### config.mk
export PLATFORM = sky130hd
export DESIGN_NAME = fetch_stage_flat
export DESIGN_NICKNAME = d
export VERILOG_FILES = /design/src/design/chip_pkg.sv /design/src/design/chip_ifs.sv /design/src/design/fetch_stage.sv /design/src/flat_wrapper.sv
export VERILOG_INCLUDE_DIRS = /design/src /design/src/include
export SDC_FILE = /design/constraint.sdc
export NUM_CORES = 1
export LEC_CHECK = 0
export BUFFER_PORTS_ARGS = -buffer_cell sky130_fd_sc_hd__clkbuf_2
export CORE_ASPECT_RATIO = 0.9
export CORE_UTILIZATION = 34
export DETAILED_ROUTE_END_ITERATION = 10
export PLACE_DENSITY = 0.65
export SYNTH_ARGS = -nofsm -noshare
export SYNTH_HDL_FRONTEND = slang
export SYNTH_SLANG_ARGS = --single-unit
### constraint.sdc
create_clock -name clk -period 4.9 [get_ports clk]
set_clock_uncertainty 0.2 [all_clocks]
set_input_delay 0.245 -clock clk [delete_from_list [all_inputs] [get_ports clk]]
set_output_delay 0.245 -clock clk [all_outputs]
set_load 0.005 [all_outputs]
### src/include/chip_params.svh
// chip parameters: data widths, cache geometry and instruction encodings
`ifndef CHIP_PARAMS_SVH
`define CHIP_PARAMS_SVH

// ------------------------------
// widths and cache geometry
`define WORD_W   32
`define WADDR_W  30  // word address
`define BADDR_W  28  // memory block address, 4 words per block
`define LINE_W   128
`define LINE_NUM 8
`define TAG_W    25

// ------------------------------
// opcodes and R-type function codes
`define OP_RTYPE 6'b000000
`define OP_LW    6'b100011
`define OP_SW    6'b101011
`define OP_BEQ   6'b000100
`define FN_ADD   6'b100000
`define FN_SUB   6'b100010
`define FN_AND   6'b100100
`define FN_OR    6'b100101
`define FN_SLT   6'b101010

// alu op class passed from decode to execute
`define ALUC_ADD 2'd0
`define ALUC_SUB 2'd1
`define ALUC_FN  2'd2  // pick by function code

`endif

### src/design/chip_pkg.sv
// chip package: vector types and state encodings shared by pipeline and caches
`default_nettype none
`include "chip_params.svh"

package chip_pkg;

    typedef logic [`WORD_W-1:0]  word_t;
    typedef logic [`WADDR_W-1:0] waddr_t;
    typedef logic [`BADDR_W-1:0] baddr_t;
    typedef logic [`LINE_W-1:0]  line_t;
    typedef logic [`TAG_W-1:0]   tag_t;
    typedef logic [4:0]          reg_idx_t;

    typedef enum logic [2:0] {
        alu_add,
        alu_sub,
        alu_and,
        alu_or,
        alu_slt
    } alu_op_t;

    // cache miss handling
    typedef enum logic [1:0] {
        st_idle,
        st_compare,
        st_allocate,
        st_writeback
    } cache_state_t;

endpackage

`default_nettype wire

### src/design/chip_ifs.sv
// pipeline interfaces: cache request bus and the ID/EX and EX/MEM stage registers
`timescale 1ns/10ps
`default_nettype none

// processor side of a cache
interface cache_if;
    import chip_pkg::*;

    logic   ren;
    logic   wen;
    waddr_t addr;
    word_t  wdata;
    word_t  rdata;
    logic   stall;  // combinational, high until the request is done

    modport requester (output ren, wen, addr, wdata, input rdata, stall);
    modport responder (input ren, wen, addr, wdata, output rdata, stall);
endinterface


`default_nettype wire

### src/design/fetch_stage.sv
// fetch stage: program counter, instruction-cache read and IF/ID register
`timescale 1ns/10ps
`default_nettype none

module fetch_stage (
    input  logic             clk,
    input  logic             rst_n,
    input  logic             stall,
    input  logic             branch_taken,
    input  chip_pkg::waddr_t branch_target,
    cache_if.requester       icache,
    output chip_pkg::waddr_t if_pc,
    output chip_pkg::word_t  if_inst
);
    import chip_pkg::*;

    waddr_t pc;  // word address

    // always reading, read-only port
    assign icache.ren   = 1'b1;
    assign icache.wen   = 1'b0;
    assign icache.addr  = pc;
    assign icache.wdata = '0;

    always_ff @(posedge clk or negedge rst_n) begin
        if (!rst_n) begin
            pc      <= '0;
            if_pc   <= '0;
            if_inst <= '0;  // all-zero word behaves as a no-op
        end else if (!stall) begin
            pc      <= branch_taken ? branch_target : pc + 1'b1;
            if_pc   <= pc;
            if_inst <= icache.rdata;
        end
    end

endmodule

`default_nettype wire

### src/flat_wrapper.sv
// flat-port wrapper written by rule: the top's interface ports become plain ports
module fetch_stage_flat import chip_pkg::*;
  (clk, rst_n, stall, branch_taken, branch_target, if_pc, if_inst, icache_ren, icache_wen, icache_addr, icache_wdata, icache_rdata, icache_stall);
  cache_if icache_i ();
  input  logic clk;
  input  logic rst_n;
  input  logic stall;
  input  logic branch_taken;
  input  chip_pkg::waddr_t branch_target;
  output chip_pkg::waddr_t if_pc;
  output chip_pkg::word_t if_inst;
  output wire logic [$bits(icache_i.ren)-1:0] icache_ren;
  output wire logic [$bits(icache_i.wen)-1:0] icache_wen;
  output wire logic [$bits(icache_i.addr)-1:0] icache_addr;
  output wire logic [$bits(icache_i.wdata)-1:0] icache_wdata;
  input wire logic [$bits(icache_i.rdata)-1:0] icache_rdata;
  input wire logic [$bits(icache_i.stall)-1:0] icache_stall;
  assign icache_ren = icache_i.ren;
  assign icache_wen = icache_i.wen;
  assign icache_addr = icache_i.addr;
  assign icache_wdata = icache_i.wdata;
  assign icache_i.rdata = icache_rdata;
  assign icache_i.stall = icache_stall;
  fetch_stage u_core (.clk(clk), .rst_n(rst_n), .stall(stall), .branch_taken(branch_taken), .branch_target(branch_target), .icache(icache_i), .if_pc(if_pc), .if_inst(if_inst));
endmodule
# ---- Word-level counts from Yosys, hierarchy flattened
# Index checks and enable logic that the tools add are counted.
dict set report word_totals {
  register_bits 92
  wordCells 5
}
dict set report classes {
  n_addsub 1
  muxes 1
}
# op n
set ops {}
lappend ops {{$add 30x1->30 const B} 1}
lappend ops {{$mux 30} 1}

# ---- Depth between registers and ports, before layout
# Gate-level depths: netlist of the first run.
dict set report depth {
  depth_word 2
  depth_mapped 6
  depth_no_buf 6
}

# ---- Least setup slack after synthesis of the first run
# No wires, ideal clock.
dict set report synth_timing {
  path_kind {register to register}
  from {reg u_core.pc[4], in the netlist u_core.icache.addr[4]}
  to {reg u_core.pc[17], in the netlist u_core.icache.addr[17]}
  setup_ns 0.121
  arrival_ns 1.689
  required_time_ns 4.579
  path_slack_ns 2.889
  path_stages_with_launch 6
  n_path_buf 0
  synth_period_minus_slack_ns 2.011
  path_cell_list {dfrtp_1 nand4_4 or4_4 nor3_4 a32oi_1 o22a_1}
}
dict set report synth_between {
  elab_chain_len 2
}
# item line_no
set synth_lines {}
lappend synth_lines {{start: declaration} fetch_stage.sv:17} ;# waddr_t pc;
lappend synth_lines {{start signal: assignment} fetch_stage.sv:31} ;# pc <= branch_taken ? branch_target : pc + 1'b1;
lappend synth_lines {{$add 30x1->30} fetch_stage.sv:31}
lappend synth_lines {{$mux 30} fetch_stage.sv:31}
# No other way between the ends.
# A chain may end at the register's enable or synchronous reset.

# ---- Worst setup path after layout of the first run
dict set report layout_timing {
  from {reg u_core.pc[7], in the netlist u_core.icache.addr[7]}
  to {reg u_core.pc[17], in the netlist u_core.icache.addr[17]}
}
# The elaborated chain is that of the path after synthesis.

==> flow_metrics.env, run 1 <==
export IMPL_swShare=0.279
export IMPL_p_comb_frac=0.191
export IMPL_synth_edf_count=0
export IMPL_async_flop_share=1.00
export IMPL_power_switching_w=0.000585
export IMPL_htreeDepth=3
export IMPL_arrival_ns=2.40
export IMPL_p_per_area_mw_per_mm2=344
export IMPL_post_route_util=0.471
export IMPL_clkSinkCount=92
export IMPL_critPathLaunchType="flip-flop"
export IMPL_antenna_found_initial=0
export IMPL_leakage_nw=2.87
export IMPL_vdd_ir_drop_max_mv=0.262
export IMPL_synth_largest_area_cell="dfrtp_1"
export IMPL_critical_path_class="flip-flop to flip-flop"
export IMPL_cellInternalPower_w=0.00151
export IMPL_cts_buffer_depth=2
export IMPL_port_buffers=157
export IMPL_grt_first_pass_wirelength_mm=18.9
export IMPL_multi_input_area_mm2=0.00200
export IMPL_r2r_start="u_core.icache.addr[7]"
export IMPL_fin_crit_ns=2.37
export IMPL_slew_headroom=0.428
export IMPL_setup_violations=0
export IMPL_synth_area_per_cell_um2=11.3
export IMPL_place_hpwl_mm=7.95
export IMPL_worstPathRequired_ns=4.93
export IMPL_via_count=3822
export IMPL_die_w_um=125
export IMPL_drtPass1Iterations=4
export IMPL_worstHoldPathCells=3
export IMPL_cts_buffers_inserted=9
export IMPL_grt_pass1_vias=3849
export IMPL_fillers=1204
export IMPL_clockPowerShare=0.340
export IMPL_die_h_um=112
export IMPL_min_delay_start="branch_target[4]"
export IMPL_synthTopCellsByArea="dfrtp_1 (50%), mux2_2 (15%), buf_4 (5.7%), a21oi_1 (2.3%), nor2_1 (1.9%)"
export IMPL_cp_max_fo=13
export IMPL_fmax_ghz=0.422
export IMPL_setup_tns_ns=0
export IMPL_power_frac_seq=0.468
export IMPL_initial_core_util=0.355
export IMPL_row_count=39
export IMPL_drive_above_1_share=0.408
export IMPL_r2r_end="u_core.icache.addr[17]"
export IMPL_post_cts_buffers=0
export IMPL_drc=0
export IMPL_synth_seq_area_share=0.501
export IMPL_final_hold_viol_count=0
export IMPL_period_share=0.484
export IMPL_regArea_mm2=0.00230
export IMPL_tightest_slew_ns=0.859
export IMPL_synth_cell_types=51
export IMPL_antenna_cells=0
export IMPL_holdPathEnd="u_core.icache.addr[4]"
export IMPL_cts_clk_slew_worst_paths_ns=0.07
export IMPL_core_area_mm2=0.0129
export IMPL_synth_seq_cells=92
export IMPL_antenna_left=0
export IMPL_hp_class="input pin to flip-flop"
export IMPL_grt_max_degree=76
export IMPL_syn_area_mm2=0.00460
export IMPL_fin_nets=664
export IMPL_drv_slew=0
export IMPL_cp_end_kind="flip-flop"
export IMPL_grt_ovfl_total=0
export IMPL_power_w=0.00210
export IMPL_synthFlopType="dfrtp_1"
export IMPL_viasPerCell=5.00
export IMPL_first_iter_violations=207
export IMPL_cts_root_buf="clkbuf_16"
export IMPL_ioPinCount=193
export IMPL_die_area_mm2=0.0140
export IMPL_r2r_cells=5
export IMPL_routedWlPerCell_um=15.1
export IMPL_yosys_warnings=0
export IMPL_status="completed"
export IMPL_syn_inst=405
export IMPL_gp_congestion=0.755
export IMPL_rsz0062_at_grt="no"
export IMPL_rrSetupSlack_ns=2.53
export IMPL_area_growth_pct=32.6
export IMPL_finalWirelength_mm=11.6
export IMPL_netlist_area_leader_share=0.501
export IMPL_grt_use_total=0.169
export IMPL_insertion_delay_ns=0.34
export IMPL_maxCapViolations=0
export IMPL_cts_tree="built"
## power groups by stage
stage	logic [W]	registers, W	clock network [W]
CTS	0.000407	0.000985	0.000741
floorplan	0.000208	0.000979	0
global route	0.000445	0.00100	0.000770
finish	0.000402	0.000984	0.000714
detailed placement	0.000378	0.00100	0
global placement	0.000369	0.000990	0
## cell families (layout without fill, tap and decap cells)
logic type      after synthesis  after routing  synth area share
fa+ha+maj                     1              1           0.00272
flops                        92             92             0.501
mux                          68             68             0.165
compound gates               73             73             0.104
buf+inv                      62            226            0.0898
simple gates                107            107             0.136
other cells                   2             34           0.00163
## cell usage after synthesis (all sizes together), types with 3 or more instances
cell,number
nor3,13
a22oi,4
clkbuf,14
mux2i,6
inv,6
nor2b,3
nand4,13
nor4,9
dfrtp,92
a21oi,21
o22a,8
o21ai,18
nand3,12
nand2,18
mux2,62
and3,9
nor2,23
buf,42
a221o,3
## sequential cells by signal (all words and copies together), names as in the netlist
name / flops
u_core.icache.addr: 30
u_core.if_inst: 32
u_core.if_pc: 30
## metal layers
layer,up-vias,share of wire,GRT usage
li1,1793,-,-
met1,1860,0.43,0.210
met2,156,0.49,0.281
met3,13,0.063,0.0539
met4,0,0.013,0.0514
met5,-,0,0
## worst max path at each step
stage                             end  slack [ns]             startpoint
2_1_floorplan  u_core.icache.addr[17]        2.89  u_core.icache.addr[4]
3_3_place_gp   u_core.icache.addr[28]        2.29                  stall
3_5_place_dp   u_core.icache.addr[28]        2.27                  stall
4_1_cts        u_core.icache.addr[14]        2.54  u_core.icache.addr[4]
5_1_grt        u_core.icache.addr[28]        2.37  u_core.icache.addr[7]
6_report       u_core.icache.addr[17]        2.53  u_core.icache.addr[7]
## metrics by stage
| step | cells | hold WS (ns) | instance area [µm²] | worst slack (ns) |
|---|---|---|---|---|
| final | 765 | 0.0227 | 6100 | 2.53 |
| after CTS | 765 | 0.0106 | 6100 | 2.54 |
| after global routing | 765 | 0.0144 | 6100 | 2.37 |
| after global placement | 705 | 0.00371 | 5340 | 2.29 |
| after detailed placement | 705 | 0.0160 | 5340 | 2.27 |
| after floorplan | 437 | -0.251 | 4720 | 2.89 |
## cells in the final DEF (no fill, tap or decap), types with 5 or more instances in the layout
cell type / instances
mux2_2: 61
nor3_1: 12
inv_1: 6
clkbuf_2: 155
nand3_1: 11
buf_4: 5
clkbuf_16: 9
nor4_1: 6
nor2_1: 23
nand2_1: 18
nand4_1: 11
conb_1: 34
a21oi_1: 21
o22a_1: 8
dfrtp_1: 92
and3_1: 9
dlygate4sd3_1: 44
mux2i_1: 6
o21ai_0: 17
## cell type report
cell class | count | share of cell area
clock inverter | 5 | 0.00965
multi-input combinational | 283 | 0.328
inverter | 6 | 0.00369
sequential | 92 | 0.378
tap | 164 | 0.0337
timing repair buffer | 204 | 0.206
clock buffer | 11 | 0.0415
## timing repair
action	CTS	global route
hold endpoints to repair	77	0
hold buffers	44	0
resized for setup	0	0
## critical path: stages (launching register included)
cell and delay, ns:
dfrtp_1 0.60, nand4_2 0.28, or4_4 0.62, nor3_4 0.23
a32oi_1 0.14, o22a_1 0.19
Note: power is estimated with default switching activity, not from simulation.
==> inputs of run 2 (changes only) <==
--- a/config.mk
+++ b/config.mk
@@ -10,7 +10,7 @@
 export CORE_ASPECT_RATIO = 0.9
 export CORE_UTILIZATION = 34
 export DETAILED_ROUTE_END_ITERATION = 10
-export PLACE_DENSITY = 0.65
+export PLACE_DENSITY = 0.67
 export SYNTH_ARGS = -nofsm -noshare
 export SYNTH_HDL_FRONTEND = slang
 export SYNTH_SLANG_ARGS = --single-unit
==> constraint.sdc (replaced) <==
create_clock -name clk -period 2 [get_ports clk]
set_clock_uncertainty 0.2 [all_clocks]
set_input_delay 0.1 -clock clk [delete_from_list [all_inputs] [get_ports clk]]
set_output_delay 0.1 -clock clk [all_outputs]
set_load 0.005 [all_outputs]
==> run 2 against run 1 <==
Combinational power rose to 3.3 times the previous value; die area stayed put; non-clock buffer count increased by 70; global-route usage increased by 0.90 points; largest power group unchanged; worst hold slack worse by 0.0011 ns; cell count up 9.2%; worst setup slack got worse by 2.5 ns; critical path type unchanged; routed wire length up 5.5%; utilization rose by 4.8 points; register-to-register slack got worse by 2.5 ns.
==> flow_metrics.env, run 2 (synthesis results as in run 1) <==
export IMPL_status="completed"
export IMPL_vdd_ir_drop_max_mv=0.547
export IMPL_drive_above_1_share=0.440
export IMPL_slowest_stage="dfrtp_1"
export IMPL_grt_ovfl_total=0
export IMPL_cts_root_buf="clkbuf_16"
export IMPL_routedWlPerCell_um=14.6
export IMPL_clkSinkCount=92
export IMPL_largest_reg_flops=32
export IMPL_final_common_cell="clkbuf_2"
export IMPL_cts_buffers_inserted=9
export IMPL_grt_use_total=0.178
export IMPL_core_area_mm2=0.0129
export IMPL_regArea_mm2=0.00230
export IMPL_die_w_um=125
export IMPL_cp_cell_sequence="nand3_4 > nor4_2 > nand4_1 > and3_1 > or3_1"
export IMPL_setup_violations=0
export IMPL_cts_tree="built"
export IMPL_final_hold_viol_count=0
export IMPL_initial_core_util=0.355
export IMPL_top_register="u_core.if_inst"
export IMPL_power_w=0.00545
export IMPL_drv_slew=0
export IMPL_grt_pass1_vias=3978
export IMPL_area_growth_pct=46.1
export IMPL_rsz0062_at_grt="yes"
export IMPL_die_area_mm2=0.0140
export IMPL_antenna_cells=0
export IMPL_tightest_slew_ns=0.698
export IMPL_p_per_area_mw_per_mm2=811
export IMPL_setup_tns_ns=0
export IMPL_leakage_nw=3.21
export IMPL_arrival_ns=1.95
export IMPL_viasPerCell=4.84
export IMPL_post_route_util=0.519
export IMPL_fmax_ghz=0.517
export IMPL_grt_max_degree=93
export IMPL_multi_input_area_mm2=0.00201
export IMPL_port_buffers=157
export IMPL_finalWirelength_mm=12.2
export IMPL_cts_buffer_depth=2
export IMPL_grt_first_pass_wirelength_mm=19.9
export IMPL_fillers=1109
export IMPL_gp_congestion=0.872
export IMPL_die_h_um=112
export IMPL_critPathLaunchType="flip-flop"
export IMPL_slew_headroom=0.533
export IMPL_cp_top_family="simple AND/OR/NAND/NOR gates"
export IMPL_row_count=39
export IMPL_fin_crit_ns=1.93
export IMPL_htreeDepth=3
export IMPL_critical_path_class="flip-flop to flip-flop"
export IMPL_cp_end_kind="flip-flop"
export IMPL_place_hpwl_mm=8.64
export IMPL_maxCapViolations=0
export IMPL_cpPeakStageDelay_ns=0.42
export IMPL_insertion_delay_ns=0.34
export IMPL_fin_nets=734
export IMPL_worstPathRequired_ns=2.02
export IMPL_cts_clk_slew_worst_paths_ns=0.06
export IMPL_antenna_found_initial=0
export IMPL_first_iter_violations=161
export IMPL_ioPinCount=193
export IMPL_fin_cells=835
export IMPL_cp_max_fo=3
export IMPL_antenna_left=0
export IMPL_drc=0
export IMPL_via_count=4041
export IMPL_mostFrequentLayoutCells="clkbuf_2 (155), dfrtp_1 (90), dlygate4sd3_1 (67)"
export IMPL_cp_buffers_inverters=0
export IMPL_drtPass1Iterations=4
export IMPL_dp_cells=751
export IMPL_hp_class="input pin to flip-flop"
export IMPL_period_share=0.967
-- run 2: cell count changes in the layout (fill, tap and decap cells not counted), sizes merged --
cell | previous run | this run
buf | 5 | 52
bufinv | 1 | 2
clkbuf | 166 | 167
clkinvlp | 2 | 1
dlygate4sd3 | 44 | 67
inv | 7 | 6
-- run 2: layout make-up --
| cell class | count | share of cell area |
|---|---|---|
| inverters | 6 | 0.00335 |
| well taps | 164 | 0.0306 |
| clock buffers | 12 | 0.0367 |
| clock inverters | 4 | 0.0108 |
| multi-input cells | 283 | 0.300 |
| flip-flops and latches | 92 | 0.343 |
| repair buffers | 274 | 0.276 |
-- run 2: what timing repair did --
item / 4_1_cts / 5_1_grt
pin swaps: 0 / 2
resized for setup: 1 / 3
endpoints found under the setup margin: 2 / 6
setup buffers: 0 / 1
endpoints found under the hold margin: 154 / 0
hold buffers: 67 / 0
-- run 2: metrics by stage --
step                      area, µm²  hold WS, ns  setup WS [ns]
after detailed placement       5710     -0.00705         0.0106
after global routing           6720       0.0230       -0.00467
after floorplan                4720       -0.396       -0.00365
after global placement         5710      -0.0199         0.0586
final                          6720       0.0216         0.0669
after CTS                      6700      0.00979         0.0379
-- run 2: path summary, 6_finish.rpt --
path	from	endpoint	slack, ns	depth (start not counted)
max in group asynchronous	rst_n	u_core.if_inst[2]	1.05	3
min in group asynchronous	rst_n	u_core.if_inst[31]	0.12	3
min reg2reg	u_core.if_pc[21]	u_core.if_pc[21]	0.28	2
min	stall	u_core.if_pc[21]	0.02	3
max	u_core.icache.addr[14]	u_core.icache.addr[28]	0.07	5
max reg2reg	u_core.icache.addr[14]	u_core.icache.addr[28]	0.07	5
-- run 2: layer usage --
metal  vias up  GRT usage  share of wire
li1       1929          -              -
met2       138      0.311           0.51
met4         0     0.0426         0.0097
met1      1964      0.219           0.43
met3        10     0.0477          0.050
met5         -          0              0
-- run 2: worst reg2reg max path, cell delays in order (launching register included) --
cell and delay, ns:
dfrtp_1 0.42, nand3_4 0.09, nor4_2 0.35, nand4_1 0.17, and3_1 0.21, or3_1 0.37
-- run 2: power by group --
group / switching [W] / internal (W)
Combinational: 0.000595 / 0.000711
Clock: 0.000702 / 0.00113
Sequential: 0.000178 / 0.00213
Total: 0.00148 / 0.00397
==> inputs of run 3 (changes only) <==
--- a/config.mk
+++ b/config.mk
@@ -6,6 +6,7 @@
 export SDC_FILE = /design/constraint.sdc
 export NUM_CORES = 1
 export LEC_CHECK = 0
+export ABC_AREA = 1
 export BUFFER_PORTS_ARGS = -buffer_cell sky130_fd_sc_hd__clkbuf_2
 export CORE_ASPECT_RATIO = 0.9
 export CORE_UTILIZATION = 34
==> run 3 against run 2 <==
Power down 4.6%; clock power about the same; cell area down 0.24%; worst hold slack better by 0.055 ns; sequential power about the same; critical path depth up 1; worst setup slack better by 0.045 ns; maximum frequency up 2.4%; critical path type is now input pin to flip-flop.
==> flow_metrics.env, run 3 <==
export IMPL_status="completed"
export IMPL_drtPass1Iterations=4
export IMPL_viasPerCell=4.46
export IMPL_worstPathRequired_ns=2.09
export IMPL_insertion_delay_ns=0.35
export IMPL_final_hold_viol_count=0
export IMPL_antenna_cells=0
export IMPL_drv_slew=0
export IMPL_clockPowerShare=0.347
export IMPL_clkSinkCount=92
export IMPL_cp_end_kind="flip-flop"
export IMPL_cts_buffers_inserted=9
export IMPL_core_area_mm2=0.0136
export IMPL_async_flop_share=1.00
export IMPL_synthTopCellsByArea="dfrtp_1 (48%), nand2_1 (22%), buf_4 (5.3%), o21ai_0 (4.5%), nor2_1 (4.2%)"
export IMPL_antenna_left=0
export IMPL_final_common_cell="nand2_1"
export IMPL_area_growth_pct=39.1
export IMPL_leakage_nw=3.53
export IMPL_largest_reg_flops=32
export IMPL_setup_ws_ns=0.112
export IMPL_port_buffers=157
export IMPL_die_h_um=115
export IMPL_maxCapViolations=0
export IMPL_row_count=40
export IMPL_synth_most_common_cell="nand2_1"
export IMPL_fmax_ghz=0.530
export IMPL_vdd_ir_drop_max_mv=0.651
export IMPL_syn_inst=655
export IMPL_pre_cts_ws_ns=0.140
export IMPL_routedWlPerCell_um=13.0
export IMPL_grt_max_degree=120
export IMPL_drive_above_1_share=0.235
export IMPL_yosys_warnings=0
export IMPL_cts_tree="built"
export IMPL_netlist_area_leader_share=0.478
export IMPL_arrival_ns=1.98
export IMPL_drc=0
export IMPL_cts_buffer_depth=2
export IMPL_fin_crit_ns=1.89
export IMPL_cts_root_buf="clkbuf_16"
export IMPL_synth_cell_types=27
export IMPL_via_count=4763
export IMPL_synth_seq_area_share=0.478
export IMPL_mostFrequentLayoutCells="nand2_1 (277), clkbuf_2 (155), dfrtp_1 (90)"
export IMPL_rsz0062_at_grt="no"
export IMPL_p_per_area_mw_per_mm2=775
export IMPL_synthTopCellsByCount="nand2_1 (277), dfrtp_1 (92), nor2_1 (54), inv_1 (44), o21ai_0 (43)"
export IMPL_p_comb_frac=0.212
export IMPL_fin_nets=942
export IMPL_grt_use_total=0.201
export IMPL_synth_area_per_cell_um2=7.36
export IMPL_initial_core_util=0.355
export IMPL_setup_violations=0
export IMPL_power_switching_w=0.00160
export IMPL_htreeDepth=3
export IMPL_syn_area_mm2=0.00482
export IMPL_ioPinCount=193
export IMPL_period_share=0.944
export IMPL_swShare=0.309
export IMPL_die_area_mm2=0.0147
export IMPL_finalWirelength_mm=13.9
export IMPL_grt_ovfl_total=0
export IMPL_post_route_util=0.494
export IMPL_synth_edf_count=0
export IMPL_hp_class="input pin to flip-flop"
export IMPL_critical_path_class="input pin to flip-flop"
export IMPL_synthFlopType="dfrtp_1"
export IMPL_first_iter_violations=264
export IMPL_grt_first_pass_wirelength_mm=22.8
export IMPL_tightest_slew_ns=0.576
export IMPL_gp_congestion=0.861
export IMPL_critPathLaunchType="input pin"
export IMPL_power_frac_seq=0.441
export IMPL_top_register="u_core.if_inst"
export IMPL_setup_tns_ns=0
export IMPL_dp_cells=983
export IMPL_synth_largest_area_cell="dfrtp_1"
export IMPL_grt_pass1_vias=4518
export IMPL_fin_cells=1068
export IMPL_slew_headroom=0.616
export IMPL_cp_max_fo=119
export IMPL_cellInternalPower_w=0.00359
export IMPL_die_w_um=127
export IMPL_place_hpwl_mm=9.52
export IMPL_antenna_found_initial=0
export IMPL_cts_clk_slew_worst_paths_ns=0.07
export IMPL_synth_seq_cells=92
-- run 3: changes by cell type in the layout (fill, tap and decap cells not counted), sizes merged, moves of 8 or more --
cell	change
nand2	+263
mux2	-62
nor2	+44
inv	+41
buf	-37
o21ai	+29
nand3	+21
nand4	-12
nor3	-11
and3	-9
nor4	-9
a21oi	-8
o22a	-8
-- run 3: cells by family after synthesis --
family                   synth area share
AND/OR/NAND/NOR                     0.326
buffers and inverters               0.115
flip-flops                          0.478
AO/OA/AOI/OAI                      0.0766
other                             0.00156
adder cells (fa/ha/maj)           0.00260
-- run 3: worst paths after layout --
path	start	end	slack, ns	cells past startpoint
worst min-delay path	branch_taken	u_core.icache.addr[14]	0.08	5
worst min register to register	u_core.if_inst[31]	u_core.if_inst[31]	0.28	2
max in group asynchronous	rst_n	u_core.icache.addr[1]	0.91	3
worst max register to register	u_core.icache.addr[1]	u_core.icache.addr[18]	0.13	10
min in group asynchronous	rst_n	u_core.if_pc[13]	0.09	2
worst max-delay path	stall	u_core.icache.addr[1]	0.11	6
-- run 3: final cells by class --
class                           instances  area [µm²]
Timing Repair Buffer                  236        1600
Multi-Input combinational cell        490        2080
Inverter                               45         169
Fill cell                            1328        6860
Clock buffer                           10         239
Tap cell                              189         236
Sequential cell                        92        2300
Clock inverter                          6        71.3
-- run 3: worst max-delay path: stages --
cell and delay [ns]:
dlygate4sd3_1 0.54, buf_4 0.14, buf_12 0.39, a21oi_1 0.09, a21oi_1 0.13, dlygate4sd3_1 0.55
-- run 3: repair_timing --
| action | in CTS | in global routing |
|---|---|---|
| hold buffers | 66 | 0 |
| endpoints found under the setup margin | 0 | 7 |
| buffers inserted | 0 | 3 |
| gates resized for setup | 0 | 2 |
| hold endpoints to repair | 142 | 0 |
-- run 3: metal layers --
layer,global-route usage,wire length [µm],part of all wire,up-vias
met2,0.326,6560,0.47,160
met5,0,0,0,-
met1,0.261,6310,0.45,2187
li1,-,-,-,2403
met3,0.0572,868,0.062,13
met4,0.0611,182,0.013,0
-- run 3: power groups by stage --
stage | Clock [W] | Combinational [W] | Sequential (W)
after floorplan | 0 | 0.000535 | 0.00230
after global placement | 0 | 0.000966 | 0.00232
after detailed placement | 0 | 0.000985 | 0.00232
after CTS | 0.00185 | 0.00109 | 0.00229
after global routing | 0.00193 | 0.00125 | 0.00233
final | 0.00180 | 0.00110 | 0.00229
-- run 3: per-stage QoR --
step                      cell area (µm²)  hold WS [ns]  total power, W
after global placement               5700       -0.0638         0.00329
after CTS                            6680        0.0539         0.00523
after floorplan                      4940        -0.396         0.00284
after global routing                 6700         0.122         0.00550
final                                6700        0.0769         0.00519
after detailed placement             5700       -0.0629         0.00330
